===== config.mk =====
export PLATFORM = sky130hd
export DESIGN_NAME = ifetch_port
export DESIGN_NICKNAME = d
export VERILOG_FILES = /design/src/hdl/ifetch_port.sv
export VERILOG_INCLUDE_DIRS = /design/src /design/src/common
export SDC_FILE = /design/constraint.sdc
export NUM_CORES = 1
export LEC_CHECK = 0
export ABC_AREA = 1
export BUFFER_PORTS_ARGS = -buffer_cell sky130_fd_sc_hd__buf_2
export CORE_MARGIN = 2
export CORE_UTILIZATION = 47
export DETAILED_ROUTE_END_ITERATION = 8
export PLACE_DENSITY_LB_ADDON = 0.2
export SKIP_CTS_REPAIR_TIMING = 1
export SYNTH_ARGS = -nofsm -noshare
export SYNTH_HDL_FRONTEND = slang
export SYNTH_SLANG_ARGS = --single-unit

===== constraint.sdc =====
create_clock -name i_clk -period 4 [get_ports i_clk]
set_input_delay 0.2 -clock i_clk [delete_from_list [all_inputs] [get_ports i_clk]]
set_output_delay 0.2 -clock i_clk [all_outputs]
set_load 0.01 [all_outputs]

===== src/common/memsys_params.svh =====
// Address-space and SRAM-size parameters of the memory subsystem.
`ifndef MEMSYS_PARAMS_SVH
`define MEMSYS_PARAMS_SVH

// Byte address width, covering 8 KiB of data memory.
`define MEMSYS_ADDR_W 13

// Number of 64-bit words in the data SRAM.
// This must equal 2**(`MEMSYS_ADDR_W-3).
`define MEMSYS_DEPTH 1024

`endif


===== src/hdl/ifetch_port.sv =====
// Instruction-fetch requester that reads one 32-bit instruction through the SRAM arbiter.
`timescale 1ns/1ps
`include "memsys_params.svh"

module ifetch_port (
  input  logic                      i_clk,
  input  logic                      i_rst,
  input  logic                      i_if_req,
  input  logic [`MEMSYS_ADDR_W-1:0] i_if_addr,
  output logic                      o_if_ack,
  output logic [31:0]               o_if_instr,
  output logic                      o_if_err,
  output logic                      o_mreq,
  output logic [`MEMSYS_ADDR_W-1:0] o_maddr,
  input  logic                      i_mack,
  input  logic [63:0]               i_mrdata
);

  localparam logic [1:0] ST_IDLE    = 2'd0;
  localparam logic [1:0] ST_ACCESS  = 2'd1;
  localparam logic [1:0] ST_HOLD    = 2'd2;
  localparam logic [1:0] ST_RELEASE = 2'd3;

  logic [1:0]                state;
  logic [`MEMSYS_ADDR_W-1:0] addr_q;

  assign o_maddr = addr_q;

  always_ff @(posedge i_clk) begin
    if (i_rst) begin
      state    <= ST_IDLE;
      o_mreq   <= 1'b0;
      o_if_ack <= 1'b0;
      o_if_err <= 1'b0;
    end else begin
      case (state)
        ST_IDLE: begin
          // Unaligned fetches are refused without touching memory.
          if (i_if_req && |i_if_addr[1:0]) begin
            o_if_ack <= 1'b1;
            o_if_err <= 1'b1;
            state    <= ST_HOLD;
          end else if (i_if_req) begin
            o_mreq <= 1'b1;
            state  <= ST_ACCESS;
          end
        end
        ST_ACCESS: begin
          if (i_mack) begin
            o_mreq   <= 1'b0;
            o_if_ack <= 1'b1;
            state    <= ST_HOLD;
          end
        end
        ST_HOLD: begin
          if (!i_if_req) begin
            o_if_ack <= 1'b0;
            o_if_err <= 1'b0;
            state    <= ST_RELEASE;
          end
        end
        default: begin
          if (!i_mack) begin
            state <= ST_IDLE;
          end
        end
      endcase
    end
  end

  always_ff @(posedge i_clk) begin
    if (state == ST_IDLE && i_if_req) begin
      addr_q     <= i_if_addr;
      o_if_instr <= 32'h0;
    end
    // Address bit 2 picks the upper instruction of the doubleword.
    if (state == ST_ACCESS && i_mack) begin
      o_if_instr <= addr_q[2] ? i_mrdata[63:32] : i_mrdata[31:0];
    end
  end

endmodule


==> run_results.csv, run 1 <==
group,metric,value,unit
cells_and_area,regArea,1450,µm²
power,leakagePower,1.43,nW
status,status,"finished clean",
placed_design,portBuffers,128,
critical_path,crit_type,"flip-flop to flip-flop",
placed_design,post-place-ws,1.73,ns
yosys,ys_async_sr_fraction,0,
clock_tree,clockRootBuffer,"clkbuf_8",
critical_path,r2r-end,"o_if_instr[13]",
yosys,synth_seq_area_share,0.654,
global_routing,grt_antenna_before_repair,0,
detailed_routing,drtIter0Drc,142,
critical_path,cp_top_family,"simple AND/OR/NAND/NOR gates",
power,sequentialPowerShare,0.452,
yosys,synthCells,210,
detailed_routing,final_antenna_net_count,0,
critical_path,critPathRequiredTime,3.95,ns
clock_tree,clkLatencyLatePin,0.29,ns
timing,fmax,448,MHz
placed_design,dp_hpwl,3710,µm
power,power_density,623,nW/µm²
clock_tree,path_clk_slew,0.09,ns
critical_path,r2r_slack,1.77,ns
min_path,holdPathStages,1,
clock_tree,clock_sink_count,50,
critical_path,max_stage_delay,0.60,ns
timing,worst_pin_slew,1.07,ns
critical_path,crit_path_frequent_cell,"nand2_1",
cells_and_area,drive_gt1_frac,0.438,
min_path,hold_end,"o_maddr[7]",
critical_path,crit_fanout,33,
critical_path,cp_cell_sequence,"inv_1 > ha_1 > nand2_1 > nand2_1 > buf_4",
floorplan,start_util,0.480,
cells_and_area,layout.cells.non_filler,392,
power,p_comb_frac,0.362,
power,swShare,0.345,
floorplan,dieWidth,72.7,µm
timing,rsz0062_at_grt,"false",
power,intPower,0.00122,W
flow_run,drv_cap,0,
clock_tree,cts_buffers,5,
min_path,hold_class,"primary input to flip-flop",
yosys,netlist_top_cells_area,"edfxtp_1, nand2_1, a21oi_1, dfxtp_1, ha_1",
power,power_switching,0.000645,W
floorplan,dieArea,5290,µm²
detailed_routing,via_per_inst,4.88,
cells_and_area,synthToLayoutAreaGrowth,34.9,%
timing,fin_ws,1.77,ns
detailed_routing,drc_errors,0,
cells_and_area,nFillCells,405,
yosys,synth_warnings,0,
yosys,synth_most_common_cell,"nand2_1",
cells_and_area,multiInputGateArea,659,µm²
timing,final-hold-violation-count,0,
yosys,syn_nets,296,
timing,skew,0.00450,ns
yosys,syn_area,2220,µm²
floorplan,io_pins,129,
yosys,yosysTopAreaCell,"edfxtp_1",
critical_path,end_kind,"flip-flop",
yosys,synth.distinct_cells,21,
timing,final.min_clock_period,2.23,ns
timing,tns,0,ns
timing,drv_slew,0,
yosys,ys.flop_type,"edfxtp_1",
timing,max_slew_margin,0.285,
cells_and_area,nNetsFinal,423,
critical_path,reg2regPathDepth,5,
min_path,min_from,"i_if_addr[7]",
power,vdd_drop_max,0.388,mV
global_routing,grt_max_degree,34,
detailed_routing,vias,1911,
global_routing,gr-total-overflow,0,
yosys,avgSynthCellArea,10.6,µm²
detailed_routing,routedWlPerCell,13.0,µm
timing,holdWs,0.0774,ns
floorplan,die_h,72.7,µm
global_routing,grt_pass1_wl,7710,µm
placed_design,gp_congestion,0.866,
timing,setup_viol_count_final,0,
yosys,ys_ff_latch,50,
power,power_frac_clock,0.186,
clock_tree,cts_tree,"yes",
critical_path,worstReg2RegStart,"state[1]",
global_routing,grt_pass1_vias,1784,
detailed_routing,dr.pass1.iters,4,
yosys,synth_edf_count,45,
clock_tree,ctsHtreeMaxLevel,2,
timing,fin_crit_sh,0.559,
clock_tree,cts_max_path_buffers,2,
critical_path,worst-path-buf-inv,2,
floorplan,num_rows,25,
cells_and_area,antennaDiodeCount,0,
critical_path,start_kind,"flip-flop",
critical_path,slowest_stage,"nand2_1",
detailed_routing,wl,5120,µm
yosys,synth_top_area_frac,0.608,
critical_path,worst_ep_arrival_time,2.19,ns
yosys,ys_top_cells_by_count,"nand2_1, edfxtp_1, a21oi_1",
floorplan,core-area,4630,µm²
global_routing,grt_usage,0.189,
placed_design,placed_cells,384,
[power by group through the flow]
stage                     registers (W)  logic [W]  clock network (W)
after floorplan                0.000951   0.000333                  0
after global placement         0.000854   0.000679                  0
after detailed placement       0.000859   0.000684                  0
after CTS                      0.000847   0.000686           0.000360
after global routing           0.000863   0.000750           0.000378
final                          0.000844   0.000677           0.000347
[registers in the layout, summed over array words and instances (netlist names)]
| signal | count |
|---|---|
| o_maddr | 13 |
| o_if_err | 1 |
| state | 2 |
| o_if_ack | 1 |
| o_mreq | 1 |
| o_if_instr | 32 |
[cells in the final DEF, fill, tap and decap left out, types with 2 or more instances in the layout]
cell / instances
nand3_1: 2
nand2_2: 3
a21oi_2: 3
buf_4: 2
edfxtp_1: 45
a31oi_1: 2
ha_1: 5
a21oi_1: 33
dfxtp_1: 5
inv_2: 2
clkbuf_8: 5
buf_2: 128
inv_1: 12
nand3_2: 2
nand2_1: 79
[layer usage]
metal | global-route usage | share of wire
met5 | 0 | 0
met4 | 0.0432 | 0.0053
met3 | 0.0387 | 0.070
met2 | 0.367 | 0.54
met1 | 0.211 | 0.39
[cells by family (layout without fill, tap and decap cells)]
group           count (synthesis)  after routing  share of synthesized area
buf+inv                        24            152                     0.0496
compound gates                 40             40                     0.0975
simple gates                   91             91                      0.171
flops                          50             50                      0.654
fa+ha+maj                       5              5                     0.0282
[worst register-to-register path, delay by kind of cell (launching register included)]
kind / cells / cell delay [ns]
simple gates: 2 / 0.85
buf+inv: 2 / 0.50
flops: 1 / 0.36
fa+ha+maj: 1 / 0.18
[worst max path at each step]
stage | cells after the start | to | slack [ns] | start
2_1_floorplan | 5 | o_if_instr[0] | 2.01 | state[1]
3_3_place_gp | 5 | o_if_instr[30] | 1.77 | state[1]
3_5_place_dp | 4 | o_if_instr[30] | 1.73 | state[0]
4_1_cts | 5 | o_if_instr[10] | 1.72 | state[1]
5_1_grt | 4 | o_if_instr[13] | 1.56 | state[0]
6_report | 5 | o_if_instr[13] | 1.77 | state[1]
[through the flow]
stage	area (µm²)	util	total power [W]
floorplan	2220	-	0.00128
global placement	2890	0.624	0.00153
detailed placement	2890	0.624	0.00154
CTS	3000	0.647	0.00189
global route	3000	0.647	0.00199
finish	3000	0.647	0.00187
[cell type report]
cell class,instances,share of cell area
clock inverter,2,0.0125
clock buffer,6,0.0242
multi-input combinational,136,0.220
timing repair buffer,130,0.219
tap,54,0.0225
sequential,50,0.484
inverter,14,0.0175
Power figures use the tool's default switching activity.
==> inputs of run 2 (changes only) <==
- ABC_AREA: 1 -> 0
- CORE_UTILIZATION: 47 -> 43
- clock period: 4 -> 2.1 ns (I/O delays scaled with it)
==> run 2 against run 1 <==
  * Core utilization up 1.2 points
  * Synthesized cell count down 23%
  * Area after synthesis down 2.1%
  * Flip-flop and latch count unchanged
  * Sequential power up 92%
  * Final area up 5.2%
  * Combinational power up 91%
  * Final cell count down 4.6%
  * Fmax up 30%
  * Global-route usage down 2.5 points
  * Critical path type unchanged
  * Largest power group unchanged
  * Highest routed layer unchanged
==> run_results.csv, run 2 <==
group,metric,value,unit
clock_tree,cts_buffers,5,
cells_and_area,nFillCells,385,
placed_design,portBuffers,128,
cells_and_area,largest_reg_flops,32,
power,leakagePower,1.49,nW
global_routing,grt_usage,0.164,
timing,drv_slew,0,
floorplan,dieArea,5640,µm²
floorplan,die_h,75.1,µm
yosys,synth_warnings,0,
global_routing,grt_max_degree,34,
yosys,synth.distinct_cells,22,
power,sequentialPowerShare,0.452,
cells_and_area,synthToLayoutAreaGrowth,45.0,%
detailed_routing,drc_errors,0,
power,power_switching,0.00118,W
power,swShare,0.330,
critical_path,critPathRequiredTime,2.33,ns
floorplan,dieWidth,75.1,µm
floorplan,num_rows,25,
global_routing,grt_pass1_wl,6760,µm
clock_tree,clkLatencyLatePin,0.30,ns
timing,worst_pin_slew,0.502,ns
timing,max_slew_margin,0.665,
timing,fmax,583,MHz
floorplan,start_util,0.454,
global_routing,met3_usage,0.0643,
detailed_routing,drtIter0Drc,41,
timing,final-hold-violation-count,0,
cells_and_area,mostFrequentLayoutCell,"buf_2",
power,total_power,0.00358,W
min_path,hold_class,"primary input to flip-flop",
placed_design,dp_hpwl,3680,µm
clock_tree,clockRootBuffer,"clkbuf_8",
power,power_frac_clock,0.187,
clock_tree,ctsHtreeMaxLevel,2,
yosys,synth_edf_count,45,
timing,tns,0,ns
floorplan,core-area,4790,µm²
placed_design,place_area,2910,µm²
global_routing,top_usage_layer,"met2",
yosys,synth_top_area_frac,0.621,
yosys,netlist_top_cells_area,"edfxtp_1, mux2i_1, nor2_1, dfxtp_1, ha_1",
clock_tree,cts_tree,"yes",
global_routing,gr-total-overflow,0,
power,p_comb_frac,0.361,
yosys,syn_area,2170,µm²
yosys,synth_most_common_cell,"edfxtp_1",
floorplan,io_pins,129,
timing,setup_viol_count_final,0,
timing,fin_ws,0.386,ns
global_routing,use_met2,0.276,
flow_run,drv_cap,0,
yosys,yosysTopAreaCell,"edfxtp_1",
detailed_routing,wl,4960,µm
placed_design,gp_congestion,0.817,
timing,fin_crit_sh,0.816,
placed_design,post-place-ws,0.392,ns
critical_path,crit_type,"flip-flop to flip-flop",
cells_and_area,nNetsFinal,392,
timing,rsz0062_at_grt,"false",
critical_path,cp_cell_sequence,"inv_1 > ha_1 > nand2_1 > inv_1 > a31oi_1 > nor3_1",
power,vdd_drop_max,0.537,mV
detailed_routing,via_per_inst,4.62,
yosys,ys_async_sr_fraction,0,
detailed_routing,vias,1728,
clock_tree,clock_sink_count,50,
cells_and_area,largest-register,"o_if_instr",
timing,final.min_clock_period,1.71,ns
detailed_routing,dr.pass1.iters,4,
yosys,ys_top_cells_by_count,"edfxtp_1, nor2_1, mux2i_1",
global_routing,grt_pass1_vias,1529,
clock_tree,path_clk_slew,0.09,ns
critical_path,start_kind,"flip-flop",
timing,skew,0.00369,ns
yosys,synth_seq_area_share,0.667,
yosys,ys_ff_latch,50,
critical_path,end_kind,"flip-flop",
detailed_routing,routedWlPerCell,13.3,µm
critical_path,worst_ep_arrival_time,1.94,ns
clock_tree,cts_max_path_buffers,2,
critical_path,slowest_stage,"inv_1",
cells_and_area,final_cell_mix,"buf_2, edfxtp_1, nor2_1",
power,power_density,1130,nW/µm²
status,status,"finished clean",
power,intPower,0.00240,W
detailed_routing,final_antenna_net_count,0,
cells_and_area,utilization,0.659,
yosys,synthCells,161,
cells_and_area,antennaDiodeCount,0,
yosys,avgSynthCellArea,13.5,µm²
cells_and_area,drive_gt1_frac,0.463,
yosys,syn_nets,247,
critical_path,max_stage_delay,0.40,ns
yosys,ys.flop_type,"edfxtp_1",
cells_and_area,fin_area,3150,µm²
global_routing,grt_use_met1,0.192,
critical_path,crit_path_frequent_cell,"inv_1",
critical_path,crit_fanout,14,
global_routing,grt_antenna_before_repair,0,
run 2: cell count changes after synthesis, moves of 2 or more:
cell,delta
clkbuf_1,+3
nor2_1,+35
nand2_2,-3
nand2_1,-73
nand3_1,-2
inv_1,-8
o21ai_0,+5
mux2i_1,+33
buf_2,-3
buf_4,-3
a21oi_2,-2
a21oi_1,-29
inv_2,-2
run 2: metrics by stage:
| stage | cells | hold slack (ns) |
|---|---|---|
| 6_report | 374 | 0.0351 |
| 5_1_grt | 374 | 0.0367 |
| 4_1_cts | 361 | -0.0327 |
| 3_5_place_dp | 353 | 0.283 |
| 3_3_place_gp | 353 | 0.283 |
| 2_1_floorplan | 161 | 0.167 |
run 2: path summary, 6_finish.rpt:
path	startpoint	end	slack [ns]	depth (start not counted)
setup / recovery	state[0]	o_mreq	0.39	6
setup reg to reg	state[0]	o_mreq	0.39	6
hold / removal	i_rst	state[0]	0.04	2
hold reg to reg	o_if_ack	o_if_ack	0.47	2
run 2: cells by family after synthesis:
kind of cell,share of synthesized area
adder cells (fa/ha/maj),0.0288
flip-flops,0.667
AND/OR/NAND/NOR,0.0990
AO/OA/AOI/OAI,0.0316
multiplexers,0.152
buffers and inverters,0.0213
run 2: cell type report:
type | count | area [µm²] | area share
clock buffers | 6 | 72.6 | 0.0230
clock inverters | 2 | 37.5 | 0.0119
inverters | 4 | 15.0 | 0.00476
multi-input cells | 100 | 679 | 0.215
flip-flops and latches | 50 | 1450 | 0.460
well taps | 67 | 83.8 | 0.0266
repair buffers | 145 | 813 | 0.258
run 2: power groups by stage:
stage                     Clock (W)  Combinational (W)  Sequential, W
after floorplan                   0           0.000566        0.00181
after global placement            0            0.00127        0.00163
after detailed placement          0            0.00129        0.00164
after CTS                  0.000678            0.00129        0.00162
after global routing       0.000727            0.00142        0.00165
final                      0.000669            0.00129        0.00162
run 2: worst max-delay path, delay by kind of cell, from the launching register on:
family | cells | cell delay (ns)
AO/OA/AOI/OAI | 1 | 0.15
adder cells (fa/ha/maj) | 1 | 0.29
buffers and inverters | 2 | 0.50
flip-flops | 1 | 0.36
AND/OR/NAND/NOR | 2 | 0.33
run 2: layer usage:
layer,vias to the layer above,part of all wire
met4,0,0.012
met2,75,0.51
met3,7,0.088
met5,-,0
li1,868,-
met1,778,0.39
