File: src/common/memsys_params.svh
// Address-space and SRAM-size parameters of the memory subsystem.
`ifndef MEMSYS_PARAMS_SVH
`define MEMSYS_PARAMS_SVH

// Byte address width, covering 8 KiB of data memory.
`define MEMSYS_ADDR_W 13

// Number of 64-bit words in the data SRAM.
// This must equal 2**(`MEMSYS_ADDR_W-3).
`define MEMSYS_DEPTH 1024

`endif

File: src/common/memsys_pkg.sv
// Shared types of the memory subsystem: memory-op codes, the memory word and arbiter grants.
package memsys_pkg;

  // Size and signedness of a load or store.
  // Stores use the same codes and ignore the signedness.
  typedef enum logic [2:0] {
    MOP_LB   = 3'b000,
    MOP_LBU  = 3'b001,
    MOP_LH   = 3'b010,
    MOP_LHU  = 3'b011,
    MOP_LW   = 3'b100,
    MOP_LWU  = 3'b101,
    MOP_LD   = 3'b110,
    MOP_NONE = 3'b111
  } mem_op_e;

  // One SRAM word.
  // It is seen either as a whole doubleword or as eight byte lanes, lane 0 lowest.
  typedef union packed {
    logic [63:0]     dword;
    logic [7:0][7:0] bytes;
  } mem_word_u;

  // Owner of the SRAM port.
  typedef enum logic [1:0] {
    GNT_NONE = 2'd0,
    GNT_LSU  = 2'd1,
    GNT_IF   = 2'd2
  } arb_grant_e;

endpackage

File: src/lsu/lsu_align.sv
// Load/store lane alignment: byte mask, store lane shift, load extract and extension.
`timescale 1ns/1ps
`include "memsys_params.svh"

module lsu_align import memsys_pkg::*; (
  input  mem_op_e                   i_op,
  input  logic [`MEMSYS_ADDR_W-1:0] i_addr,
  input  logic [63:0]               i_wdata,
  input  mem_word_u                 i_rword,
  output logic [7:0]                o_mask,
  output mem_word_u                 o_wword,
  output logic [63:0]               o_rdata,
  output logic                      o_misalign
);

  logic [2:0] offset;
  logic [7:0] size_mask;
  mem_word_u  wsrc;
  mem_word_u  rshift;

  assign offset = i_addr[2:0];

  // Footprint of the access before it is moved to its lane.
  always_comb begin
    case (i_op)
      MOP_LB, MOP_LBU: size_mask = 8'b0000_0001;
      MOP_LH, MOP_LHU: size_mask = 8'b0000_0011;
      MOP_LW, MOP_LWU: size_mask = 8'b0000_1111;
      MOP_LD:          size_mask = 8'b1111_1111;
      default:         size_mask = 8'b0000_0000;
    endcase
  end

  always_comb begin
    case (i_op)
      MOP_LH, MOP_LHU: o_misalign = offset[0];
      MOP_LW, MOP_LWU: o_misalign = |offset[1:0];
      MOP_LD:          o_misalign = |offset;
      default:         o_misalign = 1'b0;
    endcase
  end

  // A misaligned access touches no lanes at all.
  assign o_mask = o_misalign ? 8'h00 : (size_mask << offset);

  // Store data moves up so that its byte 0 lands in lane offset.
  assign wsrc.dword = i_wdata;

  always_comb begin
    o_wword.dword = 64'h0;
    for (int i = 0; i < 8; i++) begin
      if (i >= int'(offset)) begin
        o_wword.bytes[i] = wsrc.bytes[3'(i) - offset];
      end
    end
  end

  // Load data moves down so that lane offset becomes byte 0.
  always_comb begin
    rshift.dword = 64'h0;
    for (int i = 0; i < 8; i++) begin
      if (i + int'(offset) < 8) begin
        rshift.bytes[i] = i_rword.bytes[3'(i) + offset];
      end
    end
  end

  always_comb begin
    case (i_op)
      MOP_LB:  o_rdata = {{56{rshift.bytes[0][7]}}, rshift.bytes[0]};
      MOP_LBU: o_rdata = {56'h0, rshift.bytes[0]};
      MOP_LH:  o_rdata = {{48{rshift.dword[15]}}, rshift.dword[15:0]};
      MOP_LHU: o_rdata = {48'h0, rshift.dword[15:0]};
      MOP_LW:  o_rdata = {{32{rshift.dword[31]}}, rshift.dword[31:0]};
      MOP_LWU: o_rdata = {32'h0, rshift.dword[31:0]};
      MOP_LD:  o_rdata = rshift.dword;
      default: o_rdata = 64'h0;
    endcase
    // Misaligned loads return zero.
    if (o_misalign) begin
      o_rdata = 64'h0;
    end
  end

endmodule

File: src/lsu/lsu_port.sv
// Load/store requester between the outer handshake and the SRAM arbiter.
`timescale 1ns/1ps
`include "memsys_params.svh"

module lsu_port import memsys_pkg::*; (
  input  logic                      i_clk,
  input  logic                      i_rst,
  input  logic                      i_ls_req,
  input  logic                      i_ls_we,
  input  mem_op_e                   i_ls_op,
  input  logic [`MEMSYS_ADDR_W-1:0] i_ls_addr,
  input  logic [63:0]               i_ls_wdata,
  output logic                      o_ls_ack,
  output logic [63:0]               o_ls_rdata,
  output logic                      o_ls_err,
  output logic                      o_mreq,
  output logic                      o_mwe,
  output logic [`MEMSYS_ADDR_W-1:0] o_maddr,
  output logic [7:0]                o_mmask,
  output logic [63:0]               o_mwdata,
  input  logic                      i_mack,
  input  mem_word_u                 i_mrdata
);

  localparam logic [1:0] ST_IDLE    = 2'd0;
  localparam logic [1:0] ST_ACCESS  = 2'd1;
  localparam logic [1:0] ST_HOLD    = 2'd2;
  localparam logic [1:0] ST_RELEASE = 2'd3;

  logic [1:0]                state;
  logic                      we_q;
  mem_op_e                   op_q;
  logic [`MEMSYS_ADDR_W-1:0] addr_q;
  logic [63:0]               wdata_q;
  mem_op_e                   sel_op;
  logic [`MEMSYS_ADDR_W-1:0] sel_addr;
  logic [63:0]               sel_wdata;
  mem_word_u                 wword;
  logic [63:0]               load_data;
  logic                      misalign;
  logic                      skip;

  // While idle the aligner looks at the live request, so that a request with
  // nothing to do can be answered on the next edge.
  assign sel_op    = (state == ST_IDLE) ? i_ls_op    : op_q;
  assign sel_addr  = (state == ST_IDLE) ? i_ls_addr  : addr_q;
  assign sel_wdata = (state == ST_IDLE) ? i_ls_wdata : wdata_q;
  assign skip      = (sel_op == MOP_NONE) || misalign;

  lsu_align lsu_align_inst (
    .i_op      (sel_op),
    .i_addr    (sel_addr),
    .i_wdata   (sel_wdata),
    .i_rword   (i_mrdata),
    .o_mask    (o_mmask),
    .o_wword   (wword),
    .o_rdata   (load_data),
    .o_misalign(misalign)
  );

  assign o_mwe    = we_q;
  assign o_maddr  = addr_q;
  assign o_mwdata = wword.dword;

  always_ff @(posedge i_clk) begin
    if (i_rst) begin
      state    <= ST_IDLE;
      o_mreq   <= 1'b0;
      o_ls_ack <= 1'b0;
      o_ls_err <= 1'b0;
    end else begin
      case (state)
        ST_IDLE: begin
          if (i_ls_req && skip) begin
            o_ls_ack <= 1'b1;
            o_ls_err <= misalign;
            state    <= ST_HOLD;
          end else if (i_ls_req) begin
            o_mreq <= 1'b1;
            state  <= ST_ACCESS;
          end
        end
        ST_ACCESS: begin
          if (i_mack) begin
            o_mreq   <= 1'b0;
            o_ls_ack <= 1'b1;
            state    <= ST_HOLD;
          end
        end
        ST_HOLD: begin
          if (!i_ls_req) begin
            o_ls_ack <= 1'b0;
            o_ls_err <= 1'b0;
            state    <= ST_RELEASE;
          end
        end
        default: begin
          // Wait for the arbiter to finish its side of the handshake.
          if (!i_mack) begin
            state <= ST_IDLE;
          end
        end
      endcase
    end
  end

  always_ff @(posedge i_clk) begin
    if (state == ST_IDLE && i_ls_req) begin
      we_q       <= i_ls_we;
      op_q       <= i_ls_op;
      addr_q     <= i_ls_addr;
      wdata_q    <= i_ls_wdata;
      o_ls_rdata <= 64'h0;
    end
    // Stores keep the zero result.
    if (state == ST_ACCESS && i_mack && !we_q) begin
      o_ls_rdata <= load_data;
    end
  end

endmodule

File: config.mk
export PLATFORM = sky130hd
export DESIGN_NAME = lsu_port
export DESIGN_NICKNAME = d
export VERILOG_FILES = /design/src/common/memsys_pkg.sv /design/src/lsu/lsu_align.sv /design/src/lsu/lsu_port.sv
export VERILOG_INCLUDE_DIRS = /design/src /design/src/common
export SDC_FILE = /design/constraint.sdc
export NUM_CORES = 1
export LEC_CHECK = 0
export CAP_MARGIN = 20
export CORE_MARGIN = 4
export CORE_UTILIZATION = 59
export DETAILED_ROUTE_END_ITERATION = 16
export DONT_BUFFER_PORTS = 1
export HOLD_SLACK_MARGIN = 0.15
export PLACE_DENSITY_LB_ADDON = 0.15
export REMOVE_ABC_BUFFERS = 1
export SLEW_MARGIN = 15
export SYNTH_ARGS = -nofsm -noshare
export SYNTH_HDL_FRONTEND = slang
export SYNTH_SLANG_ARGS = --single-unit
File: constraint.sdc
create_clock -name i_clk -period 7.2 [get_ports i_clk]
set_clock_uncertainty 0.15 [all_clocks]
set_input_delay 1.08 -clock i_clk [delete_from_list [all_inputs] [get_ports i_clk]]
set_output_delay 1.08 -clock i_clk [all_outputs]
set_load 0.05 [all_outputs]
==> metrics.yaml, run 1 <==
run_status: "complete, no violations"
path_clk_slew_ns: 0.07
finalCritPeriodShare_pct: 86.0
post-dp-hpwl_um: 24100
initial_utilization_pct: 59.9
drv_slew: 0
synth.area.top_cells: "edfxtp_1 36%, mux4_2 15%, mux2i_1 12%"
syn_to_final_growth_pct: 7.98
syn-instance-count: 1114
clock_sinks: 150
placed_cell_area_um2: 12500
tightest_slew_ns: 1.22
synth_edf_count: 145
clock_latency_ns: 0.43
min_path_type: "flip-flop to flip-flop"
die-area_um2: 22900
crit_type: "flip-flop to primary output"
finalInstanceArea_um2: 13100
synth_seq_area_share_pct: 36.8
max_freq_mhz: 161
grt_overflow: 0
fin_tns_setup_ns: 0
first_pass_iters: 5
synth.ff_latch_count: 150
slowest_stage: "ha_1"
track_usage_pct: 31.0
yosysWarnings: 0
cts_tree: "yes"
cts_buffers: 17
avgSynthCellArea_um2: 10.9
total_power_uw: 6960
io_buffers: 0
final_layout_size_suffix_gt1_share_pct: 25.6
synth_most_common_cell: "mux2i_1"
die_y_um: 151
synth_largest_area_cell: "edfxtp_1"
wl_per_cell_um: 26.7
ys_top_cells_by_count: "147 x mux2i_1, 145 x edfxtp_1, 143 x nor2_1"
async_reset_ff_share_pct: 0
hold_viol_final: 0
clockRootBuffer: "clkbuf_16"
cp-end-kind: "primary output"
maxCapViolations: 0
synth_top_flop_cell: "edfxtp_1"
ioPinCount: 302
required_ns: 5.97
reg2reg_slack_ns: 2.10
gp_congestion: 0.946
drc: 0
clock_path_buffers: 2
drt-total-wl_um: 36400
worst-endpoint-arrival_ns: 4.96
htree_levels: 4
hold_slack_ns: 0.458
worst-path-max-fanout: 79
p_leak_uw: 0.00476
grt_antenna_before_repair: 0
cp_cell_sequence: "inv_1 > ha_4 > mux2i_4 > buf_4 > ha_1 > inv_1 > ha_1 > mux4_2 > nor2_1 > buf_4"
core_area_um2: 20200
ir_drop_uv: 317
grt_pass1_wl_um: 53800
vias_per_cell: 6.96
cts.repair.resized: 0
syn_area_um2: 12100
drt_iter0_markers: 696
layout.nets: 1241
powerDensity_nw_per_um2: 532
yosysTopAreaCellShare_pct: 35.9
num_rows: 52
rsz0062_at_grt: "false"
critPathTopFamily: "adder cells"
max-slew-margin-rel_pct: 18.8
postCtsSetupBuffers: 0
start_kind: "flip-flop"
critPathMaxStageDelay_ns: 1.06
period_needed_ns: 6.19
ys_types: 55
num_antenna_cells: 0
die_w_um: 151
setup_violations: 0
ctsHoldBuffers: 0
critPathBufInv: 4
vias: 9463
ant_nets: 0
grt_max_degree: 80
grt_pass1_vias: 9100
[per-stage QoR]
step	util, %	std cells	setup slack (ns)
2_1_floorplan	-	1017	-3.17
3_3_place_gp	61.5	1326	1.71
3_5_place_dp	61.6	1327	1.57
4_1_cts	64.5	1359	1.08
5_1_grt	64.6	1360	0.848
6_report	64.6	1360	1.01
[worst min-delay path: stages (launching register included)]
cell and delay, ns:
dfxtp_1 0.34, mux2i_1 0.15, a21oi_1 0.08
[routing by layer]
| layer | routed length (µm) | vias to the layer above | GRT usage [%] |
|---|---|---|---|
| met2 | 16800 | 574 | 48.5 |
| met3 | 4160 | 92 | 9.87 |
| met1 | 14100 | 4597 | 40.7 |
| li1 | - | 4200 | - |
| met4 | 1310 | 0 | 11.2 |
| met5 | 0 | - | 0 |
[final timing paths]
check	startpoint	end	cells after the start
max	state[1]	o_mwdata[33]	10
min	state[0]	state[0]	2
max reg2reg	state[1]	o_ls_rdata[43]	10
min reg2reg	state[0]	state[0]	2
[power breakdown]
| group | switching [µW] | total (µW) | internal, µW |
|---|---|---|---|
| sequential | 569 | 1810 | 1240 |
| combinational | 2780 | 4210 | 1420 |
| clock | 389 | 939 | 549 |
[area by class of cell]
| type | instances | area, µm² |
|---|---|---|
| Multi-Input combinational cell | 858 | 7330 |
| Fill cell | 1572 | 7150 |
| Sequential cell | 150 | 4450 |
| Clock buffer | 18 | 429 |
| Tap cell | 270 | 338 |
| Timing Repair Buffer | 41 | 320 |
| Clock inverter | 14 | 171 |
| Inverter | 9 | 36.3 |
[registers in the layout, indices dropped and copies added, names as in the netlist]
| register | cells |
|---|---|
| wdata_q | 64 |
| state | 2 |
| o_maddr | 13 |
| op_q | 3 |
| o_ls_rdata | 64 |
| o_ls_ack | 1 |
| o_ls_err | 1 |
| o_mwe | 1 |
| o_mreq | 1 |
[placed cells by master, fill, tap and decap left out, types with 2 or more instances in the layout]
cell type	synthesis	layout
a211oi_1	34	18
a211oi_2	0	16
a21oi_1	98	98
a31oi_1	33	33
and2_1	3	2
buf_4	6	40
bufinv_16	0	3
clkbuf_16	0	17
clkinv_1	1	3
clkinv_2	1	3
clkinv_4	0	2
dfxtp_1	5	5
edfxtp_1	145	145
ha_1	15	13
ha_4	0	2
inv_1	5	5
inv_6	0	5
mux2_2	85	86
mux2_4	2	2
mux2i_1	147	147
mux2i_4	3	3
mux4_2	79	79
nand2_1	96	96
nand2b_1	8	8
nand3_1	25	25
nand4b_1	2	2
nor2_1	143	143
nor2b_1	10	10
nor3_1	25	23
nor3_2	1	3
o21a_1	8	8
o21ai_0	8	8
or2_1	7	7
xnor2_2	1	3
[kinds of logic after synthesis]
group / after synthesis / synth area share (%)
muxes: 318 / 35.9
buffers and inverters: 106 / 4.10
adders and majority gates: 15 / 1.55
xor gates and xnor gates: 3 / 0.279
AOI/OAI and AO/OA: 193 / 9.64
DFF: 150 / 36.8
and+or+nand+nor: 329 / 11.8
Power figures use the tool's default switching activity.
==> inputs of run 2 (changes only) <==
--- a/config.mk
+++ b/config.mk
@@ -7,11 +7,12 @@
 export NUM_CORES = 1
 export LEC_CHECK = 0
 export CAP_MARGIN = 20
-export CORE_MARGIN = 4
+export CORE_MARGIN = 2
 export CORE_UTILIZATION = 59
 export DETAILED_ROUTE_END_ITERATION = 16
 export DONT_BUFFER_PORTS = 1
 export HOLD_SLACK_MARGIN = 0.15
+export MAX_ROUTING_LAYER = met4
 export PLACE_DENSITY_LB_ADDON = 0.15
 export REMOVE_ABC_BUFFERS = 1
 export SLEW_MARGIN = 15
==> run 2 against run 1 <==
Compared with the run above:
- combinational power grew 4%
- sequential share of layout area shrank 0.45 points
- clock-buffer cell count grew 2
- via count grew 2.1%
- maximum frequency grew 3.6%
- die area shrank 5.2%
- core utilization grew 1.1 points
- hold slack lost 0.033 ns
- register-to-register slack lost 0.11 ns
- critical endpoint is now o_mwdata[36]
==> metrics.yaml, run 2 (synthesis gave the netlist of run 1 again) <==
gp_congestion: 0.925  # -2.2%
clock_path_buffers: 2  # unchanged
vias_per_cell: 6.96  # about the same
first_pass_iters: 5  # unchanged
slowest_stage: "ha_1"
total_power_uw: 7070  # +1.6%
powerDensity_nw_per_um2: 533  # +0.24%
required_ns: 5.97  # about the same
postCtsSetupBuffers: 0  # unchanged
post-place-ws_ns: 1.68  # +0.114 ns
max_freq_mhz: 167  # +3.6%
ant_nets: 0  # unchanged
fin_tns_setup_ns: 0  # unchanged
ctsHoldBuffers: 0  # unchanged
critPathBufInv: 4  # unchanged
vias: 9658  # +2.1%
hold_viol_final: 0  # unchanged
clock_sinks: 150  # unchanged
num_rows: 52  # unchanged
cp_cell_sequence: "inv_1 > ha_4 > mux2_4 > clkinv_2 > ha_1 > inv_1 > ha_1 > mux4_2 > nor2_1 > buf_4"
pwr-share-clk_pct: 12.6  # -0.9 points
cts.repair.resized: 0  # unchanged
period_needed_ns: 5.98  # -0.214 ns
ir_drop_uv: 438  # +38%
layout_common_cells: "147 x mux2i_1, 145 x edfxtp_1, 143 x nor2_1"
htree_levels: 4  # unchanged
drv_slew: 0  # unchanged
drt-total-wl_um: 35800  # -1.7%
die_y_um: 147  # -2.6%
drc: 0  # unchanged
wl_per_cell_um: 25.8  # -3.6%
ioPinCount: 302  # unchanged
crit-reg2reg-capture: "o_ls_rdata[52]"
finalCritPeriodShare_pct: 83.0  # -3.0 points
crit_type: "flip-flop to primary output"
path_clk_slew_ns: 0.07  # about the same
grt_pass1_wl_um: 53600  # -0.30%
p_switching_uw: 3740  # about the same
clockRootBuffer: "clkbuf_16"
p_leak_uw: 0.00488  # +2.6%
rr_startpoint: "state[0]"
core_area_um2: 20200  # -0.32%
min_path_type: "flip-flop to flip-flop"
max-slew-margin-rel_pct: 21.2  # +2.4 points
layout.nets: 1268  # +2.2%
num_antenna_cells: 0  # unchanged
cp-end-kind: "primary output"
maxCapViolations: 0  # unchanged
initial_utilization_pct: 60.1  # +0.19 points
io_buffers: 0  # unchanged
worst-endpoint-arrival_ns: 4.75  # -0.21 ns
rr_worst_depth: 11  # +1
worst_slack_ns: 1.22  # +0.214 ns
combPwrFrac_pct: 61.7  # +1.2 points
worst-path-max-fanout: 51  # -35%
p_int_uw: 3320  # +3.3%
seq_power_share_pct: 25.6  # -0.5 points
final_layout_size_suffix_gt1_share_pct: 27.7  # +2.1 points
grt_overflow: 0  # unchanged
crit_cells: 10  # unchanged
startpoint: "state[0]"
start_kind: "flip-flop"
tightest_slew_ns: 1.18  # -0.0365 ns
drt_iter0_markers: 802  # +15%
critPathMaxStageDelay_ns: 0.86  # -0.20 ns
grt_pass1_vias: 9185  # +0.93%
multiInputGateArea_um2: 7330  # unchanged
rsz0062_at_grt: "false"
stdcell_count: 1387  # +2.0%
grt_antenna_before_repair: 0  # unchanged
grt_max_degree: 81  # +1.3%
die_w_um: 147  # -2.6%
clock_latency_ns: 0.43  # about the same
syn_to_final_growth_pct: 9.43
run_status: "complete, no violations"
n_fill_cell: 1591  # +1.2%
switching_share_pct: 53.0  # -0.80 points
critPathTopFamily: "adder cells"
crit_end: "o_mwdata[36]"
setup_violations: 0  # unchanged
post-dp-hpwl_um: 24400  # +1.1%
final_common_cell: "mux2i_1"
reg2reg_slack_ns: 1.99  # -0.11 ns
cts_buffers: 17  # unchanged
cts_tree: "yes"
die-area_um2: 21700  # -5.2%
seqCellArea_um2: 4450  # unchanged
track_usage_pct: 33.4  # +2.4 points
place_inst: 1354  # +2.0%
-- run 2: cell count changes in the layout (fill, tap and decap cells not counted), sizes merged --
cell      previous run  this run
clkbuf              18        20
clkinvlp             1         3
clkinv               8         6
bufinv               3         1
buf                 41        68
-- run 2: worst min path at each step --
| stage | startpoint | to | slack (ns) | depth (start not counted) |
|---|---|---|---|---|
| 2_1_floorplan | state[1] | state[1] | 0.37 | 2 |
| 3_3_place_gp | state[0] | state[0] | 0.41 | 2 |
| 3_5_place_dp | state[0] | state[0] | 0.42 | 2 |
| 4_1_cts | state[0] | state[0] | 0.43 | 2 |
| 5_1_grt | state[0] | state[0] | 0.47 | 2 |
| 6_report | state[0] | state[0] | 0.43 | 2 |
-- run 2: power groups by stage --
stage	logic, µW	registers (µW)	clock network, µW
after CTS	4320	1810	897
after detailed placement	4300	1830	0
after global placement	4240	1820	0
final	4360	1810	894
after global routing	4580	1830	933
after floorplan	3260	1830	0
-- run 2: metrics by stage --
stage	hold WS [ns]	instance area, µm²	utilization [%]
2_1_floorplan	0.371	11700	-
3_3_place_gp	0.410	12700	62.8
3_5_place_dp	0.416	12700	62.8
4_1_cts	0.428	13200	65.7
5_1_grt	0.474	13300	65.7
6_report	0.425	13300	65.7
-- run 2: routing by layer --
metal  up-vias  routed length, µm  global-route usage (%)
li1       4247                  -                       -
met1      4756              13700                    42.2
met2       562              16700                    52.0
met5         -                  0                       -
met4         0               1420                    12.5
met3        93               3960                    8.94
-- run 2: layout make-up --
cell class,count,area share (%)
Timing Repair Buffer,68,3.88
Tap cell,270,2.55
Inverter,9,0.274
Clock inverter,12,0.868
Clock buffer,20,3.52
Multi-Input combinational cell,858,55.3
Sequential cell,150,33.6
-- run 2: worst min-delay path, stage by stage, from the launching register on --
cell and delay, ns:
dfxtp_1 0.33, mux2i_1 0.13, a21oi_1 0.08
