File: src/common/memsys_params.svh
// Address-space and SRAM-size parameters of the memory subsystem.
`ifndef MEMSYS_PARAMS_SVH
`define MEMSYS_PARAMS_SVH

// Byte address width, covering 8 KiB of data memory.
`define MEMSYS_ADDR_W 13

// Number of 64-bit words in the data SRAM.
// This must equal 2**(`MEMSYS_ADDR_W-3).
`define MEMSYS_DEPTH 1024

`endif

File: src/common/memsys_pkg.sv
// Shared types of the memory subsystem: memory-op codes, the memory word and arbiter grants.
package memsys_pkg;

  // Size and signedness of a load or store.
  // Stores use the same codes and ignore the signedness.
  typedef enum logic [2:0] {
    MOP_LB   = 3'b000,
    MOP_LBU  = 3'b001,
    MOP_LH   = 3'b010,
    MOP_LHU  = 3'b011,
    MOP_LW   = 3'b100,
    MOP_LWU  = 3'b101,
    MOP_LD   = 3'b110,
    MOP_NONE = 3'b111
  } mem_op_e;

  // One SRAM word.
  // It is seen either as a whole doubleword or as eight byte lanes, lane 0 lowest.
  typedef union packed {
    logic [63:0]     dword;
    logic [7:0][7:0] bytes;
  } mem_word_u;

  // Owner of the SRAM port.
  typedef enum logic [1:0] {
    GNT_NONE = 2'd0,
    GNT_LSU  = 2'd1,
    GNT_IF   = 2'd2
  } arb_grant_e;

endpackage

File: src/hdl/mem_arbiter.sv
// Round-robin arbiter that shares the data SRAM between the load/store and fetch ports.
`timescale 1ns/1ps
`include "memsys_params.svh"

module mem_arbiter import memsys_pkg::*; (
  input  logic                      i_clk,
  input  logic                      i_rst,
  input  logic                      i_lsu_req,
  input  logic                      i_lsu_we,
  input  logic [`MEMSYS_ADDR_W-1:0] i_lsu_addr,
  input  logic [7:0]                i_lsu_mask,
  input  logic [63:0]               i_lsu_wdata,
  output logic                      o_lsu_ack,
  input  logic                      i_if_req,
  input  logic [`MEMSYS_ADDR_W-1:0] i_if_addr,
  output logic                      o_if_ack,
  output logic                      o_ce,
  output logic                      o_we,
  output logic [`MEMSYS_ADDR_W-4:0] o_index,
  output logic [7:0]                o_mask,
  output logic [63:0]               o_wdata
);

  arb_grant_e grant;
  logic       issued;
  logic       prio_if;
  logic       gnt_lsu;
  logic       gnt_if;
  logic       cur_req;
  logic       cur_ack;

  assign gnt_lsu = (grant == GNT_LSU);
  assign gnt_if  = (grant == GNT_IF);
  assign cur_req = gnt_lsu ? i_lsu_req : i_if_req;
  assign cur_ack = o_lsu_ack || o_if_ack;

  // The SRAM is strobed in the single cycle after a grant is taken.
  assign o_ce    = (gnt_lsu || gnt_if) && !issued;
  assign o_we    = o_ce && gnt_lsu && i_lsu_we;
  assign o_index = gnt_if ? i_if_addr[`MEMSYS_ADDR_W-1:3] : i_lsu_addr[`MEMSYS_ADDR_W-1:3];
  assign o_mask  = gnt_lsu ? i_lsu_mask : 8'h00;
  assign o_wdata = i_lsu_wdata;

  always_ff @(posedge i_clk) begin
    if (i_rst) begin
      grant     <= GNT_NONE;
      issued    <= 1'b0;
      prio_if   <= 1'b0;
      o_lsu_ack <= 1'b0;
      o_if_ack  <= 1'b0;
    end else begin
      case (grant)
        GNT_NONE: begin
          issued <= 1'b0;
          // prio_if favours the port that was not served last.
          if (i_lsu_req && !(i_if_req && prio_if)) begin
            grant   <= GNT_LSU;
            prio_if <= 1'b1;
          end else if (i_if_req) begin
            grant   <= GNT_IF;
            prio_if <= 1'b0;
          end
        end
        default: begin
          if (!issued) begin
            issued    <= 1'b1;
            o_lsu_ack <= gnt_lsu;
            o_if_ack  <= gnt_if;
          end else if (!cur_req && cur_ack) begin
            o_lsu_ack <= 1'b0;
            o_if_ack  <= 1'b0;
          end else if (!cur_req) begin
            // Both handshake phases are done, so the SRAM is free again.
            grant <= GNT_NONE;
          end
        end
      endcase
    end
  end

endmodule

File: config.mk
export PLATFORM = sky130hd
export DESIGN_NAME = mem_arbiter
export DESIGN_NICKNAME = d
export VERILOG_FILES = /design/src/common/memsys_pkg.sv /design/src/hdl/mem_arbiter.sv
export VERILOG_INCLUDE_DIRS = /design/src /design/src/common
export SDC_FILE = /design/constraint.sdc
export NUM_CORES = 1
export LEC_CHECK = 0
export ABC_CLOCK_PERIOD_IN_PS = 3200
export CAP_MARGIN = 40
export CORE_AREA = 8 8 67 69
export DETAILED_ROUTE_END_ITERATION = 7
export DIE_AREA = 0 0 75 77
export DONT_BUFFER_PORTS = 1
export GPL_TIMING_DRIVEN = 0
export PLACE_DENSITY = 0.38
export SYNTH_ARGS = -nofsm -noshare
export SYNTH_HDL_FRONTEND = slang
export SYNTH_SLANG_ARGS = --single-unit
File: constraint.sdc
create_clock -name i_clk -period 3.2 [get_ports i_clk]
set_clock_uncertainty 0.2 [all_clocks]
set_input_delay 0.16 -clock i_clk [delete_from_list [all_inputs] [get_ports i_clk]]
set_output_delay 0.16 -clock i_clk [all_outputs]
set_load 0.03 [all_outputs]
==> impl_metrics.csv, run 1 <==
group,metric,value,unit
outcome,status,"finished clean",
synth,synth_fp_nets,224,
sta,hold_viol,0,
layout,fillers,377,
synth,synth_top_area_share,49.4,%
worst_setup_path,worstRegToRegCells,6,
layout,post-route-util,31.0,%
clocking,cts_tree,"done",
worst_setup_path,r2r-end,"grant[1]$_SDFFE_PP0P_",
placed_design,post-place-ws,1.16,ns
synth,synthTopCellsByCount,"buf_4 (64), mux2_2 (11), and2_1 (8)",
layout,areaGrowthSynthToFinish,11.6,%
sta,period_share,70.8,%
power,p_leak,0.527,nW
clocking,clk_latency,0.24,ns
die,fp.dieH,77,µm
synth,netlist_area,972,µm²
layout,ff_latch_area,120,µm²
detailed_routing,routed_wl,3.31,mm
synth,synth_edf_count,0,
layout,antenna_cells,0,
worst_setup_path,critical_path_class,"register to output port",
clocking,cts_made_buffers,3,
placed_design,routabilityCongestion,0.724,
synth,postSynth.asyncResetShare,0,%
die,fp.dieArea,5780,µm²
sta,max_clock_freq,0.441,GHz
die,pin_count,189,
worst_setup_path,cp_max_fo,3,
flow_run,drv_cap,0,
power,power_frac_seq,20.9,%
worst_setup_path,crit_path_start,"grant[0]$_SDFFE_PP0P_",
power,peakVddDrop,0.106,mV
clocking,cts_buffer_depth,2,
detailed_routing,viasPerCell,4.46,
global_route,grt_overflow,0,
clocking,cts_num_sinks,6,
synth,synth_flop_cell,"dfxtp_1",
detailed_routing,vias,767,
clocking,cts.clk_slew.worst_paths,0.04,ns
die,initial_utilization,27.8,%
sta,rsz0062_at_grt,"no",
layout,final_layout_size_suffix_gt1_share,63.7,%
power,report.power.total,0.444,mW
clocking,cts_root_buf,"clkbuf_4",
worst_setup_path,cpPeakStageDelay,0.54,ns
placed_design,dp.cells,166,
layout,finalNetCount,232,
worst_setup_path,cp-start-kind,"register",
worst_setup_path,rr_startpoint,"grant[0]$_SDFFE_PP0P_",
sta,tightest_slew,0.657,ns
detailed_routing,ant_nets,0,
power,power_density,409,nW/µm²
global_route,track_usage,9.53,%
worst_setup_path,arrival,1.91,ns
power,swShare,50.4,%
synth,synth.largest_area_cell,"buf_4",
synth,ys_ff_latch,6,
synth,synth_cell_types,21,
worst_setup_path,endpoint_kind,"output port",
layout,design_area,1080,µm²
sta,setup_viol,0,
sta,worst_slack,0.935,ns
hold_path,hp-class,"primary input to register",
worst_setup_path,endpoint,"o_we",
power,p_comb_share,64.0,%
detailed_routing,avgRoutedWirePerCell,19.3,µm
worst_setup_path,r2r_slack,1.22,ns
die,die_w,75,µm
die,core,3500,µm²
synth,avgSynthCellArea,8.24,µm²
detailed_routing,drt_iter0_drc,5,
clocking,cts_max_level,1,
power,p_int,0.220,mW
detailed_routing,route.detailed.drc,0,
layout,finalNonFillerCells,172,
synth,synth_cells,118,
global_route,grt_pass1_wl,4.40,mm
sta,slew_viol_final,0,
die,fp-row-count,22,
global_route,grt_max_degree,11,
synth,ys_seq_area_share,12.4,%
synth,ys_warn_count,0,
sta,relSlewSlack,56.1,%
clocking,post_cts_buffers,0,
power,clkPwrFrac,15.2,%
worst_setup_path,crit_slowest_cell,"nor2b_1",
sta,finalCriticalPeriod,2.27,ns
sta,holdWs,0.0381,ns
placed_design,dp_hpwl,3.10,mm
power,p_sw,0.224,mW
global_route,grt_pass1_vias,942,
synth,yosysMostFrequentCell,"buf_4",
synth,yosys-top-cells-area,"buf_4 (49%), mux2_2 (13%), dfxtp_1 (12%)",
global_route,antenna_found_initial,0,
worst_setup_path,crit_required,2.84,ns
sta,finalSetupTns,0,ns
detailed_routing,first_pass_iters,3,
placed_design,post_dp_cell_area,1030,µm²
worst_setup_path,crit_chain,"inv_1 > ha_1 > nor2b_1 > and3_1",
placed_design,numPortBuffers,0,
layout,multi_input_area,342,µm²
layout by cell type (no fill, tap or decap), types with 2 or more instances in the layout:
master / Yosys / layout
inv_1: 3 / 3
dfxtp_1: 6 / 6
buf_4: 64 / 64
nor2_1: 2 / 2
ha_1: 3 / 3
nand3_1: 2 / 2
and2_1: 8 / 8
dlygate4sd3_1: 0 / 3
a21oi_1: 3 / 3
nor2b_1: 2 / 2
clkbuf_4: 0 / 3
clkbuf_1: 2 / 2
a32o_1: 2 / 2
a22oi_1: 2 / 2
mux2_2: 11 / 11
layer usage:
layer | GRT usage (%) | wire [µm]
met3 | 4.16 | 509
met5 | 0 | 0
met1 | 6.97 | 942
met2 | 19.3 | 1840
met4 | 4.12 | 23
worst max-delay path, delay by kind of cell (launching register included):
family,cells,cell delay (ns)
adders and majority gates,1,0.27
buffers and inverters,1,0.07
DFF,1,0.35
and+or+nand+nor,2,0.98
layout make-up:
cell class,count,area share (%)
well taps,48,5.54
inverters,3,1.04
clock buffers,3,2.08
plain buffers,67,46.0
repair buffers,3,2.77
flip-flops and latches,6,11.1
multi-input cells,42,31.5
sequential cells by signal, summed over array words and instances (netlist names):
signal     count
grant          2
prio_if        1
o_lsu_ack      1
issued         1
o_if_ack       1
power groups by stage:
stage,combinational [mW],sequential [mW],clock [mW]
3_3_place_gp,0.285,0.0938,0
3_5_place_dp,0.283,0.0939,0
4_1_cts,0.288,0.0926,0.0714
5_1_grt,0.299,0.0938,0.0729
6_report,0.284,0.0925,0.0672
2_1_floorplan,0.263,0.0920,0
cell families after synthesis:
family | count (synthesis) | share of synthesized area, %
mux | 11 | 12.7
fa+ha+maj | 3 | 3.86
buf+inv | 70 | 52.5
flops | 6 | 12.4
compound gates | 10 | 7.59
simple gates | 18 | 10.9
worst min path at each step:
stage                      from               endpoint  slack (ns)  cells past startpoint
after floorplan           i_rst      issued$_SDFF_PP0_        0.03                      1
after global placement    i_rst      issued$_SDFF_PP0_        0.03                      1
after detailed placement  i_rst      issued$_SDFF_PP0_        0.03                      1
after CTS                 i_rst  grant[1]$_SDFFE_PP0P_        0.03                      2
after global routing      i_rst  grant[1]$_SDFFE_PP0P_        0.05                      2
final                     i_rst  grant[1]$_SDFFE_PP0P_        0.04                      2
what timing repair did:
item | in CTS | in global routing
endpoints found under the hold margin | 6 | 0
resized for setup | 0 | 0
hold buffers | 3 | 0
(Power assumes the default switching activity.)
==> run 2, diff against run 1 <==
ABC_CLOCK_PERIOD_IN_PS = 2000   (was 3200)
PLACE_DENSITY = 0.39   (was 0.38)
clock period = 2 ns   (was 3.2 ns; I/O delays follow)
==> impl_metrics.csv, run 2 (same netlist as run 1, synthesis figures left out) <==
group,metric,value,unit
die,fp.dieH,77,µm
global_route,grt_overflow,0,
worst_setup_path,cp_max_fo,9,
worst_setup_path,r2r_slack,0.07,ns
global_route,track_usage,10.0,%
layout,final_layout_size_suffix_gt1_share,67.5,%
layout,final_common_cell,"buf_4",
sta,max_clock_freq,0.519,GHz
detailed_routing,route.detailed.drc,0,
die,pin_count,189,
layout,areaGrowthSynthToFinish,12.4,%
placed_design,dp_hpwl,3.31,mm
placed_design,post_dp_cell_area,1030,µm²
clocking,cts_num_sinks,6,
worst_setup_path,r2r-end,"grant[1]$_SDFFE_PP0P_",
layout,largest_reg_flops,2,
sta,rsz0062_at_grt,"no",
flow_run,drv_cap,0,
sta,slew_viol_final,0,
layout,finalNetCount,231,
detailed_routing,drt_iter0_drc,9,
layout,finalNonFillerCells,171,
layout,antenna_cells,0,
detailed_routing,ant_nets,0,
power,power_density,660,nW/µm²
worst_setup_path,crit_path_start,"grant[0]$_SDFFE_PP0P_",
sta,worst_slack,0.0746,ns
worst_setup_path,critical_path_class,"register to register",
layout,regMostFlops,"grant",
sta,tightest_slew,0.488,ns
global_route,grt_pass1_vias,923,
die,fp-row-count,22,
placed_design,dp.cells,166,
worst_setup_path,worstRegToRegCells,6,
global_route,grt_pass1_wl,4.48,mm
clocking,cts_buffer_depth,2,
clocking,cts_root_buf,"clkbuf_4",
power,peakVddDrop,0.160,mV
detailed_routing,viasPerCell,4.46,
clocking,clk_latency,0.24,ns
global_route,grt_max_degree,12,
die,fp.dieArea,5780,µm²
detailed_routing,first_pass_iters,3,
layout,layout_common_cells,"buf_4 (64), mux2_2 (11), and2_1 (8)",
hold_path,hp-class,"primary input to register",
worst_setup_path,crit_required,1.93,ns
detailed_routing,routed_wl,3.51,mm
clocking,post_cts_buffers,0,
sta,finalSetupTns,0,ns
sta,finalCriticalPeriod,1.93,ns
clocking,cts_max_level,1,
die,initial_utilization,27.8,%
clocking,cts_tree,"done",
sta,period_share,96.3,%
detailed_routing,vias,762,
clocking,cts_made_buffers,3,
power,p_leak,0.529,nW
worst_setup_path,arrival,1.85,ns
worst_setup_path,cp-start-kind,"register",
sta,hold_viol,0,
outcome,status,"finished clean",
sta,relSlewSlack,67.5,%
global_route,antenna_found_initial,0,
layout,post-route-util,31.2,%
worst_setup_path,endpoint,"grant[1]$_SDFFE_PP0P_",
placed_design,routabilityCongestion,0.724,
worst_setup_path,endpoint_kind,"register",
layout,design_area,1090,µm²
placed_design,numPortBuffers,0,
die,die_w,75,µm
placed_design,post-place-ws,0.0244,ns
clocking,cts.clk_slew.worst_paths,0.05,ns
sta,setup_viol,0,
die,core,3500,µm²
worst_setup_path,rr_startpoint,"grant[0]$_SDFFE_PP0P_",
detailed_routing,avgRoutedWirePerCell,20.5,µm
## run 2: how the worst min path moves through the flow
stage	start	end	slack [ns]	cells after the start
6_report	i_if_req	o_lsu_ack$_SDFFE_PP0P_	0.04	3
5_1_grt	i_if_req	o_lsu_ack$_SDFFE_PP0P_	0.07	3
4_1_cts	i_if_req	o_lsu_ack$_SDFFE_PP0P_	0.04	3
3_5_place_dp	i_rst	issued$_SDFF_PP0_	-0.03	1
3_3_place_gp	i_rst	issued$_SDFF_PP0_	-0.03	1
2_1_floorplan	i_rst	issued$_SDFF_PP0_	-0.03	1
## run 2: routing by layer
metal | track usage, % | wire (µm)
met1 | 6.55 | 903
met2 | 20.5 | 1940
met3 | 5.07 | 634
met4 | 4.71 | 33
met5 | 0 | 0
## run 2: layout make-up
type / instances / area (µm²)
Sequential cell: 6 / 123
Fill cell: 362 / 2400
Multi-Input combinational cell: 42 / 350
Timing Repair Buffer: 3 / 30.0
Buffer: 66 / 495
Clock buffer: 3 / 22.5
Tap cell: 48 / 60.1
Inverter: 3 / 11.3
## run 2: metrics by stage
stage	hold WS, ns	total power [mW]
5_1_grt	0.0684	0.755
2_1_floorplan	-0.0333	0.568
3_5_place_dp	-0.0292	0.606
4_1_cts	0.0402	0.729
6_report	0.0434	0.721
3_3_place_gp	-0.0309	0.608
## run 2: power breakdown
| part | leakage (nW) | total (mW) | internal, mW | switching, mW |
|---|---|---|---|---|
| sequential | 0.0500 | 0.150 | 0.133 | 0.0166 |
| combinational | 0.466 | 0.463 | 0.158 | 0.306 |
| clock | 0.0138 | 0.108 | 0.0677 | 0.0404 |
| total | 0.529 | 0.721 | 0.358 | 0.363 |
## run 2: worst max-delay path, cell delays in order, from the launching register on
cell     delay, ns
dfxtp_2       0.33
inv_1         0.05
ha_1          0.20
buf_6         0.13
or4b_1        0.46
o211a_1       0.24
a32o_1        0.20
## run 2: timing repair
action,4_1_cts,5_1_grt
gates resized for setup,2,3
pin swaps,0,0
hold buffers,3,0
endpoints found under the hold margin,6,0
cloned,0,0
setup endpoints to repair,10,3
==> run 3, diff against run 2 <==
ABC_CLOCK_PERIOD_IN_PS = 1900   (was 2000)
CTS_BUF_LIST = sky130_fd_sc_hd__clkbuf_8   (was default)
PLACE_DENSITY = 0.38   (was 0.39)
clock period = 1.9 ns   (was 2 ns; I/O delays follow)
==> impl_metrics.csv, run 3 (same netlist as run 1, synthesis figures left out) <==
group,metric,value,unit
layout,areaGrowthSynthToFinish,17.5,%
hold_path,hold_depth,3,
sta,period_share,96.9,%
flow_run,drv_cap,0,
detailed_routing,routed_wl,3.37,mm
layout,largest_reg_flops,2,
clocking,cts.clk_slew.worst_paths,0.04,ns
sta,setup_viol,0,
sta,tightest_slew,0.389,ns
die,fp.dieArea,5780,µm²
die,initial_utilization,27.8,%
detailed_routing,route.detailed.drc,0,
power,power_density,742,nW/µm²
clocking,cts_num_sinks,6,
power,clkPwrFrac,21.7,%
clocking,cts_made_buffers,3,
worst_setup_path,cp_max_fo,6,
outcome,status,"finished clean",
detailed_routing,drt_iter0_drc,3,
sta,holdWs,0.0245,ns
detailed_routing,avgRoutedWirePerCell,19.4,µm
power,swShare,46.2,%
power,p_comb_share,59.6,%
sta,relSlewSlack,74.0,%
power,peakVddDrop,0.175,mV
sta,slew_viol_final,0,
clocking,cts_max_level,1,
worst_setup_path,r2r_slack,0.06,ns
placed_design,numPortBuffers,0,
detailed_routing,ant_nets,0,
hold_path,hp-class,"primary input to register",
worst_setup_path,crit_slowest_cell,"or4b_1",
global_route,grt_pass1_wl,4.51,mm
detailed_routing,viasPerCell,4.45,
layout,ff_latch_area,123,µm²
power,p_leak,0.551,nW
clocking,cts_buffer_depth,2,
die,core,3500,µm²
layout,multi_input_area,363,µm²
power,p_sw,0.391,mW
global_route,antenna_found_initial,0,
worst_setup_path,crit_chain,"inv_1 > ha_4 > or4b_1 > o211a_1 > a32o_1",
global_route,grt_pass1_vias,953,
placed_design,routabilityCongestion,0.724,
sta,finalCriticalPeriod,1.84,ns
global_route,grt_max_degree,11,
die,die_w,75,µm
clocking,cts_root_buf,"clkbuf_8",
worst_setup_path,cpPeakStageDelay,0.50,ns
layout,antenna_cells,0,
clocking,clk_latency,0.22,ns
power,power_frac_seq,18.7,%
detailed_routing,first_pass_iters,2,
layout,finalNonFillerCells,174,
die,fp-row-count,22,
worst_setup_path,critical_path_class,"register to register",
layout,final_common_cell,"buf_4",
die,pin_count,189,
global_route,track_usage,9.79,%
worst_setup_path,crit_required,1.80,ns
sta,rsz0062_at_grt,"no",
layout,layout_common_cells,"buf_4 (67), mux2_2 (11), and2_1 (8)",
worst_setup_path,cp-start-kind,"register",
global_route,grt_overflow,0,
worst_setup_path,worstRegToRegCells,5,
layout,finalNetCount,234,
power,p_int,0.456,mW
die,fp.dieH,77,µm
detailed_routing,vias,775,
clocking,cts_tree,"done",
layout,fillers,370,
sta,max_clock_freq,0.543,GHz
layout,regMostFlops,"grant",
placed_design,dp.cells,166,
sta,hold_viol,0,
placed_design,dp_hpwl,3.10,mm
layout,final_layout_size_suffix_gt1_share,69.8,%
worst_setup_path,endpoint_kind,"register",
worst_setup_path,arrival,1.75,ns
[run 3: path summary, 6_finish.rpt]
kind | from | to
worst max-delay path | grant[0]$_SDFFE_PP0P_ | grant[1]$_SDFFE_PP0P_
worst min-delay path | i_rst | grant[0]$_SDFFE_PP0P_
worst max register to register | grant[0]$_SDFFE_PP0P_ | grant[1]$_SDFFE_PP0P_
worst min register to register | grant[1]$_SDFFE_PP0P_ | grant[1]$_SDFFE_PP0P_
[run 3: metal layers]
metal / GRT usage, % / up-vias / routed length, µm
met4: 4.12 / 0 / 23
met5: 0 / - / 0
met1: 7.19 / 337 / 963
met3: 4.55 / 2 / 506
met2: 19.6 / 100 / 1880
li1: - / 336 / -
[run 3: worst max-delay path: cells and delay by family, from the launching register on]
| kind | cells | cell delay, ns |
|---|---|---|
| buf+inv | 1 | 0.07 |
| fa+ha+maj | 1 | 0.18 |
| simple gates | 1 | 0.50 |
| flops | 1 | 0.32 |
| compound gates | 2 | 0.45 |
[run 3: layout make-up]
type,instances,area share [%]
multi-input combinational,42,31.8
tap,48,5.26
buffer,66,43.0
clock buffer,3,3.61
inverter,3,0.986
sequential,6,10.7
timing repair buffer,6,4.60
[run 3: metrics by stage]
stage	TNS (ns)	utilization, %	worst slack [ns]	total power, mW	instance area (µm²)
detailed placement	-0.223	29.5	-0.0767	0.636	1030
finish	0	32.7	0.0580	0.847	1140
global placement	-0.206	29.5	-0.0729	0.637	1030
global route	0	32.7	0.00627	0.887	1140
CTS	0	32.0	0.00602	0.843	1120
floorplan	0	-	0.0237	0.598	972
[run 3: power by group through the flow]
stage | logic [mW] | registers (mW) | clock network, mW
floorplan | 0.443 | 0.155 | 0
global placement | 0.479 | 0.158 | 0
detailed placement | 0.477 | 0.158 | 0
CTS | 0.494 | 0.157 | 0.192
global route | 0.530 | 0.161 | 0.196
finish | 0.505 | 0.158 | 0.184
[run 3: what timing repair did]
| item | in CTS | in global routing |
|---|---|---|
| gates resized for setup | 8 | 3 |
| hold buffers | 3 | 0 |
| endpoints found under the setup margin | 12 | 12 |
| hold endpoints to repair | 6 | 0 |
| setup buffers | 1 | 2 |
| pin swaps | 2 | 2 |
